--- src/include/nasti_macros.svh ---
// NASTI bus and memory sizes
`ifndef NASTI_MACROS_SVH
`define NASTI_MACROS_SVH

// transaction id width
`define NASTI_ID_WIDTH 4

// byte address width
`define NASTI_ADDR_WIDTH 16

// one data beat at full width
`define NASTI_DATA_WIDTH 32

// burst length field holding beats minus one
`define NASTI_LEN_WIDTH 4

// RAM depth in data words
`define NASTI_MEM_WORDS 256

// default channel FIFO depth
`define NASTI_FIFO_DEPTH 4

`endif

--- src/nasti_pkg.sv ---
// NASTI types and channel structs
`include "nasti_macros.svh"

package nasti_pkg;

   typedef logic [`NASTI_ID_WIDTH-1:0]     id_t;
   typedef logic [`NASTI_ADDR_WIDTH-1:0]   addr_t;
   typedef logic [`NASTI_DATA_WIDTH-1:0]   data_t;
   typedef logic [`NASTI_DATA_WIDTH/8-1:0] strb_t;
   typedef logic [`NASTI_LEN_WIDTH-1:0]    len_t;
   typedef logic [1:0]                     resp_t;

   localparam resp_t RESP_OKAY   = 2'b00;
   localparam resp_t RESP_SLVERR = 2'b10;

   // shared by AW and AR
   typedef struct packed {
      id_t   id;
      addr_t addr;
      len_t  len;
   } nasti_addr_t;

   typedef struct packed {
      data_t data;
      strb_t strb;
      logic  last;
   } nasti_w_t;

   typedef struct packed {
      id_t   id;
      resp_t resp;
   } nasti_b_t;

   typedef struct packed {
      id_t   id;
      data_t data;
      resp_t resp;
      logic  last;
   } nasti_r_t;

   // host command whose write flag selects AW or AR
   typedef struct packed {
      logic        write;
      nasti_addr_t addr;
   } host_cmd_t;

   typedef struct packed {
      data_t data;
      strb_t strb;
   } host_wdata_t;

   typedef enum logic [0:0] {
      MST_IDLE,
      MST_SEND_W
   } master_state_t;

   typedef enum logic [1:0] {
      RAM_IDLE,
      RAM_WRITE,
      RAM_WRESP,
      RAM_READ
   } ram_state_t;

endpackage

--- src/nasti_burst_master.sv ---
// NASTI burst master
`timescale 1ns/1ps

module nasti_burst_master (
   input  logic                   clk,
   input  logic                   rstn,
   input  nasti_pkg::host_cmd_t   cmd,
   input  logic                   cmd_valid,
   output logic                   cmd_ready,
   input  nasti_pkg::host_wdata_t wdata,
   input  logic                   wdata_valid,
   output logic                   wdata_ready,
   output nasti_pkg::nasti_addr_t aw,
   output logic                   aw_valid,
   input  logic                   aw_ready,
   output nasti_pkg::nasti_addr_t ar,
   output logic                   ar_valid,
   input  logic                   ar_ready,
   output nasti_pkg::nasti_w_t    w,
   output logic                   w_valid,
   input  logic                   w_ready
);

   import nasti_pkg::*;

   master_state_t state;
   len_t          beat_cnt;
   logic          aw_hs;
   logic          w_hs;

   // both address channels see the command but only one gets valid
   assign aw = cmd.addr;
   assign ar = cmd.addr;

   assign ar_valid = cmd_valid && !cmd.write;
   // new write waits until previous burst data is out
   assign aw_valid = cmd_valid && cmd.write && (state == MST_IDLE);

   assign cmd_ready = cmd.write ? ((state == MST_IDLE) && aw_ready) : ar_ready;

   // write data passes straight through while a burst is open
   assign w.data      = wdata.data;
   assign w.strb      = wdata.strb;
   assign w.last      = (beat_cnt == '0);
   assign w_valid     = (state == MST_SEND_W) && wdata_valid;
   assign wdata_ready = (state == MST_SEND_W) && w_ready;

   assign aw_hs = aw_valid && aw_ready;
   assign w_hs  = w_valid && w_ready;

   always_ff @(posedge clk or negedge rstn) begin
      if (!rstn) begin
         state    <= MST_IDLE;
         beat_cnt <= '0;
      end else begin
         case (state)
            MST_IDLE: begin
               if (aw_hs) begin
                  state    <= MST_SEND_W;
                  beat_cnt <= cmd.addr.len;
               end
            end
            MST_SEND_W: begin
               if (w_hs) begin
                  if (beat_cnt == '0) begin
                     state <= MST_IDLE;
                  end else begin
                     beat_cnt <= beat_cnt - 1'b1;
                  end
               end
            end
            default: state <= MST_IDLE;
         endcase
      end
   end

endmodule

--- config.mk ---
export PLATFORM = sky130hd
export DESIGN_NAME = nasti_burst_master
export DESIGN_NICKNAME = d
export VERILOG_FILES = /design/src/nasti_pkg.sv /design/src/nasti_burst_master.sv
export VERILOG_INCLUDE_DIRS = /design/src /design/src/include
export SDC_FILE = /design/constraint.sdc
export NUM_CORES = 1
export LEC_CHECK = 0
export BUFFER_PORTS_ARGS = -buffer_cell sky130_fd_sc_hd__buf_2
export CORE_MARGIN = 2
export CORE_UTILIZATION = 32
export CTS_BUF_LIST = sky130_fd_sc_hd__clkbuf_4 sky130_fd_sc_hd__clkbuf_8 sky130_fd_sc_hd__clkbuf_16
export CTS_CLUSTER_SIZE = 16
export DETAILED_ROUTE_END_ITERATION = 8
export GPL_TIMING_DRIVEN = 0
export PLACE_DENSITY_LB_ADDON = 0.08
export SYNTH_ARGS = -nofsm -noshare
export SYNTH_HDL_FRONTEND = slang
export SYNTH_SLANG_ARGS = --single-unit
--- constraint.sdc ---
create_clock -name clk -period 3.35 [get_ports clk]
set_input_delay 0.335 -clock clk [delete_from_list [all_inputs] [get_ports clk]]
set_output_delay 0.335 -clock clk [all_outputs]
set_load 0.01 [all_outputs]
==> flow_metrics.env <==
export IMPL_ctsResizeCount=0
export IMPL_grt_busiest_layer="met2"
export IMPL_status="finished clean"
export IMPL_clock_sinks=5
export IMPL_syn_num_nets=202
export IMPL_io_buffers=101
export IMPL_dp_hpwl_mm=2.368
export IMPL_pin_count=158
export IMPL_area_growth_pct=57.76
export IMPL_stdcell_count=283
export IMPL_path_clk_slew_ps=40
export IMPL_post_route_period_util_pct=55.71
export IMPL_leakage_nw=1.022
export IMPL_path_class="reg2out"
export IMPL_place_area_mm2=0.001600
export IMPL_rsz0062_at_grt="no"
export IMPL_powerDensity_mw_per_mm2=288.3
export IMPL_p_sw_share_pct=35.93
export IMPL_htree_levels=1
export IMPL_post_synth_top_area_cell="buf_4"
export IMPL_grt_pass1_wl_mm=3.263
export IMPL_crit_fanout=4
export IMPL_p_int_uw=302.9
export IMPL_grt_max_degree=11
export IMPL_drt_initial_drc_count=16
export IMPL_routed_via_density=3.876
export IMPL_start_kind="flip-flop"
export IMPL_final_cell_mix="buf_2 (102), buf_4 (84), nand3_1 (5), dfrtp_1 (5)"
export IMPL_final_common_cell="buf_2"
export IMPL_net_switching_power_uw=169.9
export IMPL_antenna_found_initial=0
export IMPL_core_region_area_mm2=0.003078
export IMPL_fin_nets=309
export IMPL_skew_ps=0.3125
export IMPL_combPwrFrac_pct=61.8
export IMPL_worst_path_buf_inv=3
export IMPL_grt_util_met1_pct=12.69
export IMPL_cts_root_buffer="clkbuf_4"
export IMPL_worstMarginPinSlew_ps=307.2
export IMPL_dp_cells=278
export IMPL_ant_nets=0
export IMPL_row_count=20
export IMPL_synth_area_mm2=0.001040
export IMPL_wl_per_cell_um=9.057
export IMPL_avgSynthCellArea_um2=7.818
export IMPL_ys_seq_area_share_pct=12.03
export IMPL_setup_violations_final=0
export IMPL_grt_ovfl_total=0
export IMPL_start_util_pct=33.78
export IMPL_clkLatencyLatePin_ps=230
export IMPL_setup_tns_final_ps=0
export IMPL_place_congestion=0.8096
export IMPL_slowest_stage="or3b_4"
export IMPL_p_clk_share_pct=15.6
export IMPL_use_met2_pct=21.51
export IMPL_period_needed_ps=1866
export IMPL_netlist_area_leader_share_pct=60.65
export IMPL_crit_arrival_ps=1530
export IMPL_max_slew_margin_pct=79.33
export IMPL_fmax_ghz=0.5358
export IMPL_cp_required_ps=3010
export IMPL_maxSlewViolCount=0
export IMPL_drcViolationCount=0
export IMPL_cts_tree="built"
export IMPL_endpoint_kind="output port"
export IMPL_min_path_type="in2reg"
export IMPL_antennaDiodeCount=0
export IMPL_ys_ff_latch=5
export IMPL_power_share_sequential_pct=22.6
export IMPL_synthFlopType="dfrtp_1"
export IMPL_worst_path_largest_cell_delay_ps=420
export IMPL_n_fill_cell=333
export IMPL_async_flop_share_pct=100.0
export IMPL_path_delay_family="simple AND/OR/NAND/NOR gates"
export IMPL_grt_pass1_vias=825
export IMPL_synth_edf_count=0
export IMPL_synthCells=133
export IMPL_synth_cell_types=31
export IMPL_clk_path_buf_depth=2
export IMPL_die_w_um=61
export IMPL_dr_pass1_iters=4
export IMPL_die_area_mm2=0.003721
export IMPL_design_area_mm2=0.001640
export IMPL_yosys_warnings=0
export IMPL_layout_drive_gt1_share_pct=82.01
export IMPL_whs_ps=389.1
export IMPL_ys_top_cells_by_area="buf_4 (61%), dfrtp_1 (12%), nand3_1 (2.4%)"
export IMPL_drt_total_wl_mm=2.563
export IMPL_use_met3_pct=1.493
export IMPL_path_cells="inv_1, ha_1, or3b_4, clkinv_2, buf_2"
export IMPL_die_h_um=61
export IMPL_numCtsBuffers=3
export IMPL_maxCapViolCount=0
export IMPL_vdd_drop_max_mv=0.2048
export IMPL_grt_total_usage_pct=11.39
export IMPL_num_vias=1097
export IMPL_hold_viol_final=0
## through the flow
step	utilization (%)	setup WS, ps	power (mW)
finish	53.29	1484	0.4728
global route	53.29	1414	0.5204
CTS	53.29	1482	0.4786
detailed placement	51.99	1735	0.4015
global placement	51.99	1739	0.4021
floorplan	-	1884	0.3111
## worst register-to-register path, cell delays in order (launching register included)
cell	delay, ps
dfrtp_1	390
inv_1	90
ha_1	190
or3b_4	420
clkinv_2	70
a22oi_1	90
o22a_1	190
## layout make-up
cell class	instances	area, um^2	area share (%)
Buffer	86	646.9	39.44
Timing Repair Buffer	102	515.5	31.43
Multi-Input combinational cell	37	247.7	15.10
Sequential cell	5	125.1	7.628
Tap cell	44	55.05	3.356
Clock buffer	4	30.03	1.831
Inverter	5	20.02	1.220
## path summary, 6_finish.rpt
check | start | to | slack (ps) | cells past startpoint
min reg2reg | beat_cnt[1]$_DFFE_PN0P_ | beat_cnt[1]$_DFFE_PN0P_ | 520 | 1
min | cmd[2] | beat_cnt[2]$_DFFE_PN0P_ | 390 | 3
max reg2reg | beat_cnt[0]$_DFFE_PN0P_ | beat_cnt[1]$_DFFE_PN0P_ | 1790 | 6
min in group asynchronous | rstn | beat_cnt[2]$_DFFE_PN0P_ | 450 | 2
max | beat_cnt[0]$_DFFE_PN0P_ | w[0] | 1480 | 5
max in group asynchronous | rstn | beat_cnt[1]$_DFFE_PN0P_ | 2780 | 2
## cells in the mapped netlist, drive strengths merged (2+ instances only)
cell type  number
dfrtp           5
and2            2
inv             4
and3            2
nand2           4
nor3            3
nor2b           3
buf            86
nand3           5
nor2            2
## what timing repair did
action / 4_1_cts / 5_1_grt
buffers inserted: 0 / 0
endpoints found under the hold margin: 5 / 0
hold buffers: 1 / 0
endpoints found under the setup margin: 0 / 0
## sequential cells by signal, indices dropped and copies added, names as in the netlist
register	count
beat_cnt	4
state	1
## cell families (layout without fill, tap and decap cells)
group | count (synthesis) | after routing | share of synthesized area [%]
simple gates | 27 | 27 | 15.65
flops | 5 | 5 | 12.03
fa+ha+maj | 1 | 1 | 1.203
compound gates | 9 | 9 | 6.981
buf+inv | 91 | 197 | 64.14
## metal layers
layer | part of all wire [%] | vias to the layer above
met1 | 35 | 447
met4 | 0.47 | 0
li1 | - | 560
met3 | 15 | 2
met5 | 0 | -
met2 | 50 | 88
## power by group through the flow
stage          Clock, mW  Combinational, mW  Sequential, mW
2_1_floorplan          0              0.208           0.103
3_3_place_gp           0              0.294           0.109
3_5_place_dp           0              0.294           0.108
4_1_cts           0.0763              0.295           0.107
5_1_grt           0.0842              0.325           0.112
6_report          0.0739              0.292           0.107
Note: power is estimated with default switching activity, not from simulation.
