**config.mk**
```make
export PLATFORM = sky130hd
export DESIGN_NAME = nasti_chan_fifo
export DESIGN_NICKNAME = d
export VERILOG_FILES = /design/src/nasti_chan_fifo.sv
export VERILOG_INCLUDE_DIRS = /design/src /design/src/include
export SDC_FILE = /design/constraint.sdc
export NUM_CORES = 1
export LEC_CHECK = 0
export BUFFER_PORTS_ARGS = -buffer_cell sky130_fd_sc_hd__clkbuf_2
export CORE_UTILIZATION = 55
export CTS_CLUSTER_DIAMETER = 60
export DETAILED_ROUTE_END_ITERATION = 10
export PLACE_DENSITY = 0.74
export REMOVE_ABC_BUFFERS = 1
export SYNTH_ARGS = -nofsm -noshare
export SYNTH_HDL_FRONTEND = slang
export SYNTH_SLANG_ARGS = --single-unit
```
**constraint.sdc**
```tcl
create_clock -name clk -period 2 [get_ports clk]
set_clock_uncertainty 0.2 [all_clocks]
set_input_delay 0.6 -clock clk [delete_from_list [all_inputs] [get_ports clk]]
set_output_delay 0.6 -clock clk [all_outputs]
set_load 0.005 [all_outputs]
```
**src/include/nasti_macros.svh**
```systemverilog
// NASTI bus and memory sizes
`ifndef NASTI_MACROS_SVH
`define NASTI_MACROS_SVH

// transaction id width
`define NASTI_ID_WIDTH 4

// byte address width
`define NASTI_ADDR_WIDTH 16

// one data beat at full width
`define NASTI_DATA_WIDTH 32

// burst length field holding beats minus one
`define NASTI_LEN_WIDTH 4

// RAM depth in data words
`define NASTI_MEM_WORDS 256

// default channel FIFO depth
`define NASTI_FIFO_DEPTH 4

`endif

```
**src/nasti_chan_fifo.sv**
```systemverilog
// valid/ready channel FIFO
`timescale 1ns/1ps
`include "nasti_macros.svh"

module nasti_chan_fifo #(
   parameter int WIDTH = 8,
   parameter int DEPTH = `NASTI_FIFO_DEPTH
) (
   input  logic             clk,
   input  logic             rstn,
   input  logic [WIDTH-1:0] in_data,
   input  logic             in_valid,
   output logic             in_ready,
   output logic [WIDTH-1:0] out_data,
   output logic             out_valid,
   input  logic             out_ready
);

   localparam int PTR_W = (DEPTH > 1) ? $clog2(DEPTH) : 1;
   localparam int CNT_W = $clog2(DEPTH + 1);

   logic [WIDTH-1:0] mem [0:DEPTH-1];
   logic [PTR_W-1:0] wr_ptr;
   logic [PTR_W-1:0] rd_ptr;
   logic [CNT_W-1:0] count;
   logic [CNT_W-1:0] count_next;
   logic             push;
   logic             pop;

   assign push = in_valid && in_ready;
   assign pop  = out_valid && out_ready;

   assign out_valid = (count != '0);
   assign out_data  = mem[rd_ptr];

   always_comb begin
      count_next = count;
      if (push && !pop) begin
         count_next = count + 1'b1;
      end else if (pop && !push) begin
         count_next = count - 1'b1;
      end
   end

   // in_ready low during reset and while full
   always_ff @(posedge clk or negedge rstn) begin
      if (!rstn) begin
         wr_ptr   <= '0;
         rd_ptr   <= '0;
         count    <= '0;
         in_ready <= 1'b0;
      end else begin
         count    <= count_next;
         in_ready <= (count_next != CNT_W'(DEPTH));
         if (push) begin
            wr_ptr <= (wr_ptr == PTR_W'(DEPTH - 1)) ? '0 : wr_ptr + 1'b1;
         end
         if (pop) begin
            rd_ptr <= (rd_ptr == PTR_W'(DEPTH - 1)) ? '0 : rd_ptr + 1'b1;
         end
      end
   end

   always_ff @(posedge clk) begin
      if (push) begin
         mem[wr_ptr] <= in_data;
      end
   end

endmodule

```
==> run summary, run 1 <==
worst path arrival time: 1510 ps
total negative slack: -2456 ps
Final #Nets: 158
worst path cell trace: buf_6, mux4_2, clkbuf_2
Die Height: 57.93 microns
period utilization: 115.6%
Hold Path Origin: in_data[5]
H-tree Lvls: 2
r2r setup slk: 310 ps
final wirelength: 2.990 mm
row count: 19
delay of the slowest critical-path stage: 500 ps
clock root cell: clkbuf_4
Hold Path Class: primary input to register
CTS max path bufs: 2
grt ovf: 0
largest area contributor in the netlist: edfxtp_1
#FFs+latches synth: 40
hold depth: 1
Seq/Total Area, Yosys: 67.49%
num ports: 22
Sink Count: 40
Synth top area share: 55.85%
Diodes inserted: 0
Tot GR Track Use: 20.20%
worst-path maximum fanout: 3
Final ANT Viol Nets: 0
Worst Path Class, Setup: register to output port
P_leak: 0.0008464 uW
layout cells sized above 1: 43.88%
Synth cell types: 30
most common cell in the netlist: edfxtp_1
Worst Path Buf+Inv: 2
first-pass GRT wire length: 4.761 mm
drt first pass iters: 4
endpoint type of the worst setup path: output port
Final Max Tran Viols: 0
core box area: 2853 sq um
Crit-path slowest cell: mux4_2
Area growth, synth to finish: 21.16%
# Max-Cap Violations: 0
DPL Wire Length: 2.031 mm
Initial Util: 60.31%
initial antenna violation count: 0
ys flop type: edfxtp_1
Hold EP: mem[0][5]
EDFF count, synth: 32
Netlist Area Pre-Place: 1720 sq um
Placer Congestion: 0.7776
DR vias/cell: 5.971
Worst Tran Pin Value: 409.1 ps
delay-heaviest family, CP: multiplexers
Iteration-0 DRC Markers: 59
Async S/R FF share, synth: 20.00%
worst r2r src: count[0]
Peak VDD IR: 840.2 uV
DR DRC count: 0
failing checks: negative setup slack
Worst slew margin: 72.73%
number of global-route vias before repair: 1046
Area contributors post-synth: edfxtp_1, dfrtp_1, mux4_2, ha_1, and3_1
fmax: 432.6 MHz
Yosys warnings: 0
minimum clock period: 2312 ps
Power Density: 1458 nW/um^2
Die W: 57.93 microns
reg2reg path depth: 8
outcome: complete, but fails checks
WL/cell: 17.59 microns
number of buffers created by CTS: 5
CTS tree: done
CP Launch Type: register
Post-synth top cells: edfxtp_1, dfrtp_1, ha_1, mux4_2, and3_1
final worst setup slack: -311.5 ps
Avg Inst Size Synth: 17.92 sq um
largest net degree at the start of global routing: 13
Critical R2R Capture: count[0]
RSZ-0062 raised after global routing: yes
Worst-Skew Late Latency: 340 ps
post-synthesis cell count: 96
Die ar.: 3356 sq um
Hold Fails Final Rpt: 0
filler instances: 188
Util after Layout: 73.07%
Final Setup Violations: 8
Worst-path clk slew: 110 ps
Critical Path RT: 1200 ps
Vias: 1015
PortBufs: 21
-- logic make-up after synthesis --
logic type	share of synthesized area (%)
AO/OA/AOI/OAI	4.727
XOR/XNOR	0.5092
adder cells (fa/ha/maj)	5.818
buffers and inverters	2.036
flip-flops	67.49
multiplexers	11.78
AND/OR/NAND/NOR	7.637
-- routing by layer --
layer	global-route usage (%)	wire length, microns	vias to the layer above
met2	33.99	1554	38
met3	4.911	150	9
met1	24.37	1206	506
met4	10.20	79	0
met5	0	0	-
li1	-	-	462
-- power breakdown --
part / switching, uW / internal [uW]
Clock: 250 / 294
Sequential: 143 / 1130
Combinational: 536 / 687
Total: 929 / 2110
-- stage by stage --
stage	instance area, sq um	hold WS [ps]	power, uW	worst slack (ps)	std cells
2_1_floorplan	1700	104.4	1904	15.81	93
3_3_place_gp	1897	264.1	2247	81.67	152
3_5_place_dp	1897	266.0	2292	73.52	152
4_1_cts	2039	265.7	2950	-328.2	165
5_1_grt	2085	255.0	3218	-400.1	170
6_report	2085	272.1	3039	-311.5	170
-- cell usage in the layout (no fill, tap or decap), types with 2 or more instances in the layout --
| cell | instances |
|---|---|
| dfrtp_1 | 8 |
| inv_2 | 2 |
| and4b_1 | 2 |
| nor3_1 | 3 |
| ha_1 | 7 |
| buf_4 | 14 |
| and3_1 | 5 |
| nand3_1 | 2 |
| mux2_1 | 2 |
| clkbuf_2 | 21 |
| mux4_2 | 8 |
| clkbuf_4 | 5 |
| inv_1 | 2 |
| buf_6 | 2 |
| a21o_1 | 2 |
| a31oi_1 | 2 |
| edfxtp_1 | 32 |
-- final cells by class --
class / instances / area [sq um] / share of cell area, %
well taps: 31 / 38.79 / 1.861
multi-input cells: 49 / 541.8 / 25.99
inverters: 4 / 15.01 / 0.7203
clock buffers: 6 / 51.30 / 2.461
clock inverters: 2 / 33.78 / 1.621
repair buffers: 38 / 242.7 / 11.64
flip-flops and latches: 40 / 1161 / 55.70
-- worst reg2reg max path, cell delays in order, from the launching register on --
cell,delay (ps)
dfrtp_1,420
inv_2,90
ha_4,160
nand2b_4,70
buf_4,140
buf_4,120
nand3_1,100
nor2b_1,200
xnor2_1,130
-- registers in the layout (all words and copies together), names as in the netlist --
signal,flops
rd_ptr,2
wr_ptr,2
count,3
mem,32
in_ready,1
-- worst max-delay path by stage --
stage | from | endpoint | slack (ps) | cells after the start
final | rd_ptr[0] | out_data[4] | -310 | 3
after global routing | rd_ptr[0] | out_data[7] | -400 | 3
after floorplan | rd_ptr[0] | out_data[0] | 20 | 1
after detailed placement | rd_ptr[0] | out_data[6] | 70 | 3
after CTS | rd_ptr[0] | out_data[6] | -330 | 3
after global placement | rd_ptr[0] | out_data[2] | 80 | 3
-- what timing repair did --
action,CTS,global route
endpoints found under the hold margin,8,0
pin swaps,1,1
hold buffers,1,0
buffers inserted,4,5
resized for setup,5,2
endpoints found under the setup margin,9,9
No activity file was read; power rests on OpenSTA's default activity.
==> run 2, diff against run 1 <==
==> constraint.sdc (replaced) <==
create_clock -name clk -period 2 [get_ports clk]
set_clock_uncertainty 0.2 [all_clocks]
set_input_delay 0.1 -clock clk [delete_from_list [all_inputs] [get_ports clk]]
set_output_delay 0.1 -clock clk [all_outputs]
set_load 0.005 [all_outputs]
==> run 2 against run 1 <==
Effect of this change:
- the run now ends clean
- global-route usage is 0.25 points lower
- register-to-register slack worse by 70 ps
- total power is 13% lower
- non-clock buffer count is 4 lower
- clock-buffer cell count is 1 lower
- design area is 2.8% lower
- cell count is 2.4% lower
- clock power is 26% lower
- flip-flop and latch count stayed put
- hold slack worse by 200 ps
- sequential power hardly changed
==> run summary, run 2 (synthesized netlist as in run 1, its figures left out) <==
CTS max path bufs: 2 (unchanged)
number of buffers created by CTS: 5 (unchanged)
Worst-path clk slew: 120 ps (was 110 ps)
DR DRC count: 0 (unchanged)
layout cells sized above 1: 33.33% (was 43.88%)
DR vias/cell: 5.825 (was 5.971)
Worst Tran Pin Value: 467.5 ps (was 409.1 ps)
commonest cells after routing, fill and taps aside: edfxtp_1, clkbuf_2, dlygate4sd3_1 (was edfxtp_1, clkbuf_2, buf_4)
Final ANT Viol Nets: 0 (unchanged)
Crit-path slowest cell: mux4_2 (unchanged)
drt first pass iters: 4 (unchanged)
RSZ-0062 raised after global routing: no (was yes)
worst path cell trace: buf_4, mux4_2, clkbuf_2 (was buf_6, mux4_2, clkbuf_2)
CTS tree: done (unchanged)
row count: 19 (unchanged)
Power Density: 1312 nW/um^2 (was 1458 nW/um^2)
minimum clock period: 1873 ps (was 2312 ps)
Top Registers: mem x32, count x3 (unchanged)
fin area: 2026 sq um (was 2085 sq um)
Worst Path Class, Setup: register to output port (unchanged)
Worst slew margin: 68.83% (was 72.73%)
DPL Wire Length: 1.920 mm (was 2.031 mm)
period utilization: 93.63% (was 115.6%)
Final Max Tran Viols: 0 (unchanged)
Final Setup Violations: 0 (was 8)
Final #Nets: 154 (was 158)
hold depth: 3 (was 1)
outcome: finished, final reports clean (was complete, but fails checks)
Initial Util: 60.31% (unchanged)
reg2reg path depth: 5 (was 8)
total negative slack: 0 ps (was -2456 ps)
Worst Path Buf+Inv: 2 (unchanged)
Hold Fails Final Rpt: 0 (unchanged)
Die ar.: 3356 sq um (unchanged)
most common cell after layout, fill and taps aside: edfxtp_1 (unchanged)
placed inst area: 1859 sq um (was 1897 sq um)
worst path arrival time: 1570 ps (was 1510 ps)
Peak VDD IR: 878.0 uV (was 840.2 uV)
critical path depth: 3 (unchanged)
clock root cell: clkbuf_4 (unchanged)
P_leak: 0.0008049 uW (was 0.0008464 uW)
final wirelength: 2.902 mm (was 2.990 mm)
Iteration-0 DRC Markers: 20 (was 59)
Critical R2R Capture: rd_ptr[1] (was count[0])
Die Height: 57.93 microns (unchanged)
Area growth, synth to finish: 17.75% (was 21.16%)
PortBufs: 21 (unchanged)
core box area: 2853 sq um (unchanged)
Sink Count: 40 (unchanged)
num ports: 22 (unchanged)
Hold EP: wr_ptr[0] (was mem[0][5])
delay of the slowest critical-path stage: 520 ps (was 500 ps)
first-pass GRT wire length: 4.609 mm (was 4.761 mm)
H-tree Lvls: 2 (unchanged)
Hold Path Origin: in_valid (was in_data[5])
Post-CTS Setup Bufs: 0 (was 4)
r2r setup slk: 240 ps (was 310 ps)
filler instances: 194 (was 188)
WL/cell: 17.48 microns (was 17.59 microns)
worst-path maximum fanout: 7 (was 3)
worst r2r src: count[0] (unchanged)
Tot GR Track Use: 19.94% (was 20.20%)
number of global-route vias before repair: 984 (was 1046)
max reg flops: 32 (unchanged)
Placer Congestion: 0.8373 (was 0.7776)
# Max-Cap Violations: 0 (unchanged)
Hold Path Class: primary input to register (unchanged)
endpoint type of the worst setup path: output port (unchanged)
delay-heaviest family, CP: multiplexers (unchanged)
largest net degree at the start of global routing: 14 (was 13)
initial antenna violation count: 0 (unchanged)
fmax: 534.0 MHz (was 432.6 MHz)
total power: 2657 uW (was 3039 uW)
Vias: 967 (was 1015)
Biggest register: mem (unchanged)
Worst-Skew Late Latency: 350 ps (was 340 ps)
Die W: 57.93 microns (unchanged)
Diodes inserted: 0 (unchanged)
Critical Path RT: 1700 ps (was 1200 ps)
grt ovf: 0 (unchanged)
CP Launch Type: register (unchanged)
run 2: how the worst max path moves through the flow:
stage,startpoint,endpoint
detailed placement,count[0],rd_ptr[1]
global route,rd_ptr[0],out_data[2]
CTS,rd_ptr[0],out_data[4]
global placement,count[0],rd_ptr[1]
floorplan,count[0],rd_ptr[1]
finish,rd_ptr[0],out_data[2]
run 2: power breakdown:
part	switching, uW	total [uW]	internal (uW)
registers	147	1280	1130
clock network	266	401	135
logic	476	979	503
run 2: final cells by class:
cell class / count / area (sq um) / area share (%)
sequential: 40 / 1161 / 57.32
multi-input combinational: 49 / 524.3 / 25.88
clock buffer: 5 / 37.54 / 1.853
timing repair buffer: 34 / 230.2 / 11.37
inverter: 4 / 15.01 / 0.7412
clock inverter: 3 / 18.77 / 0.9265
tap: 31 / 38.79 / 1.915
run 2: layer usage:
layer | track usage, % | routed length (microns) | up-vias
met5 | 0 | 0 | -
met2 | 32.84 | 1440 | 23
met1 | 23.23 | 1289 | 482
met3 | 7.589 | 110 | 5
li1 | - | - | 457
met4 | 9.184 | 60 | 0
run 2: timing repair:
action / in CTS / in global routing
endpoints found under the setup margin: 0 / 0
hold endpoints to repair: 42 / 0
gates resized for setup: 0 / 0
hold buffers: 11 / 0
run 2: per-stage QoR:
stage / utilization [%] / hold slack, ps / setup WS (ps) / std cells
2_1_floorplan: - / -395.6 / 401.3 / 93
3_3_place_gp: 65.18 / -239.3 / 373.3 / 147
3_5_place_dp: 65.18 / -234.4 / 269.2 / 147
4_1_cts: 71.01 / 53.31 / 111.1 / 166
5_1_grt: 71.01 / 69.61 / 44.81 / 166
6_report: 71.01 / 70.22 / 127.4 / 166
run 2: tightest hold or removal path, stage by stage:
cell	delay [ps]
clkbuf_2	120
nand2_2	210
a21o_1	150
==> run 3, diff against run 2 <==
Settings changed: PLACE_DENSITY 0.74 to 0.88.
Clock period 2 ns to 2.3 ns, I/O delays scaled along.
==> run 3 against run 2 <==
Effect of this change:
- the run now ends with design-rule violations left
- die area unchanged
- clock-buffer cell count up 1
- critical endpoint is now out_data[1]
- flip-flop and latch count unchanged
- first-iteration DRC count up 70%
- clock power up 10%
- highest routed layer unchanged
- combinational power down 21%
- worst setup slack better by 60 ps
- via count up 1.3%
- cell count down 1.2%
==> run summary, run 3 (synthesized netlist as in run 1, its figures left out) <==
PortBufs: 21 (unchanged)
most common cell after layout, fill and taps aside: edfxtp_1 (unchanged)
drt first pass iters: 7 (was 4)
Initial Util: 60.31% (unchanged)
P_leak: 0.0008023 uW (was 0.0008049 uW)
number of global-route vias before repair: 984 (unchanged)
WL/cell: 17.31 microns (was 17.48 microns)
hold depth: 3 (unchanged)
routed wl met2: 1.543 mm (was 1.440 mm)
Util after Layout: 71.18% (was 71.01%)
Die Height: 57.93 microns (unchanged)
reg2reg path depth: 3 (was 5)
CTS max path bufs: 2 (unchanged)
Critical Path RT: 1990 ps (was 1700 ps)
Tot GR Track Use: 19.24% (was 19.94%)
Vias: 980 (was 967)
Hold Fails Final Rpt: 0 (unchanged)
fmax: 473.4 MHz
total negative slack: 0 ps (unchanged)
num ports: 22 (unchanged)
total power: 2365 uW (was 2657 uW)
Iteration-0 DRC Markers: 34 (was 20)
number of buffers created by CTS: 5 (unchanged)
Worst Path Class, Setup: register to output port (unchanged)
row count: 19 (unchanged)
DR vias/cell: 5.976 (was 5.825)
Post-CTS Setup Bufs: 0 (unchanged)
CP Launch Type: register (unchanged)
Worst-Skew Late Latency: 330 ps (was 350 ps)
Peak VDD IR: 774.0 uV (was 878.0 uV)
# resized after CTS: 0 (unchanged)
Diodes inserted: 0 (unchanged)
DPL Wire Length: 1.912 mm (was 1.920 mm)
endpoint type of the worst setup path: output port (unchanged)
commonest cells after routing, fill and taps aside: edfxtp_1, clkbuf_2, dlygate4sd3_1 (unchanged)
worst r2r src: wr_ptr[0] (was count[0])
H-tree Lvls: 2 (unchanged)
layout cells sized above 1: 31.58% (was 33.33%)
Hold Path Origin: in_valid (unchanged)
Sink Count: 40 (unchanged)
grt ovf: 0 (unchanged)
top layer in use: met4 (unchanged)
# Max-Cap Violations: 0 (unchanged)
Power Density: 1165 nW/um^2 (was 1312 nW/um^2)
Post-Place Worst Slack: 531.2 ps (was 269.2 ps)
worst-path maximum fanout: 11 (was 7)
failing checks: design-rule violations
RSZ-0062 raised after global routing: no (unchanged)
Worst slew margin: 58.55% (was 68.83%)
Final Max Tran Viols: 0 (unchanged)
Placer Congestion: 0.7488 (was 0.8373)
Worst Tran Pin Value: 621.8 ps (was 467.5 ps)
placed insts: 145 (was 147)
worst path arrival time: 1800 ps (was 1570 ps)
Die W: 57.93 microns (unchanged)
crit path launch: rd_ptr[0] (unchanged)
Worst-path clk slew: 110 ps (was 120 ps)
wl on met1: 1.172 mm (was 1.289 mm)
Die ar.: 3356 sq um (unchanged)
max reg flops: 32 (unchanged)
CTS tree: done (unchanged)
final wirelength: 2.839 mm (was 2.902 mm)
core box area: 2853 sq um (unchanged)
Top Registers: mem x32, count x3 (unchanged)
Final Setup Violations: 0 (unchanged)
Final ANT Viol Nets: 0 (unchanged)
initial antenna violation count: 0 (unchanged)
outcome: complete, but fails checks (was finished, final reports clean)
Area growth, synth to finish: 18.04% (was 17.75%)
fin cells: 164 (was 166)
Biggest register: mem (unchanged)
clock root cell: clkbuf_4 (unchanged)
WL met3: 87 microns (was 110 microns)
final worst setup slack: 187.7 ps (was 127.4 ps)
DR DRC count: 2 (was 0)
largest net degree at the start of global routing: 14 (unchanged)
minimum clock period: 2112 ps
period utilization: 91.84%
first-pass GRT wire length: 4.519 mm (was 4.609 mm)
Hold Path Class: primary input to register (unchanged)
Final #Nets: 152 (was 154)
-- run 3: repair_timing --
action	4_1_cts	5_1_grt
setup endpoints to repair	0	0
hold endpoints to repair	41	0
hold buffers	11	0
-- run 3: cell type report --
| type | instances | area [sq um] |
|---|---|---|
| well taps | 31 | 38.79 |
| flip-flops and latches | 40 | 1161 |
| repair buffers | 32 | 215.2 |
| clock inverters | 2 | 35.03 |
| fillers | 178 | 822.0 |
| multi-input cells | 49 | 524.3 |
| inverters | 4 | 15.01 |
| clock buffers | 6 | 41.29 |
-- run 3: stage by stage --
| step | area [sq um] | hold WS (ps) |
|---|---|---|
| floorplan | 1700 | -380.6 |
| global placement | 1844 | -231.8 |
| detailed placement | 1844 | -227.8 |
| CTS | 2031 | 100.5 |
| global route | 2031 | 122.2 |
| finish | 2031 | 128.7 |
-- run 3: critical path, stage by stage (launching register included) --
cell and delay [ps]:
dfrtp_1 760, mux4_2 580, clkbuf_2 130
-- run 3: routing by layer --
layer,vias to the layer above,track usage (%)
met5,-,0
met1,504,22.38
met4,0,7.143
li1,451,-
met3,4,6.920
met2,21,32.84
-- run 3: where the power goes --
group / leakage, uW / switching (uW) / total, uW / internal [uW]
clock: 0.0000422 / 212 / 441 / 228
sequential: 0.000387 / 170 / 1150 / 982
combinational: 0.000373 / 361 / 773 / 412
total: 0.000802 / 743 / 2370 / 1620
-- run 3: final timing paths --
check	endpoint	slack [ps]
max reg2reg	mem[2][4]	570
min in group asynchronous	wr_ptr[0]	540
min reg2reg	count[0]	370
max	out_data[1]	190
max in group asynchronous	rd_ptr[1]	1100
min	wr_ptr[0]	130
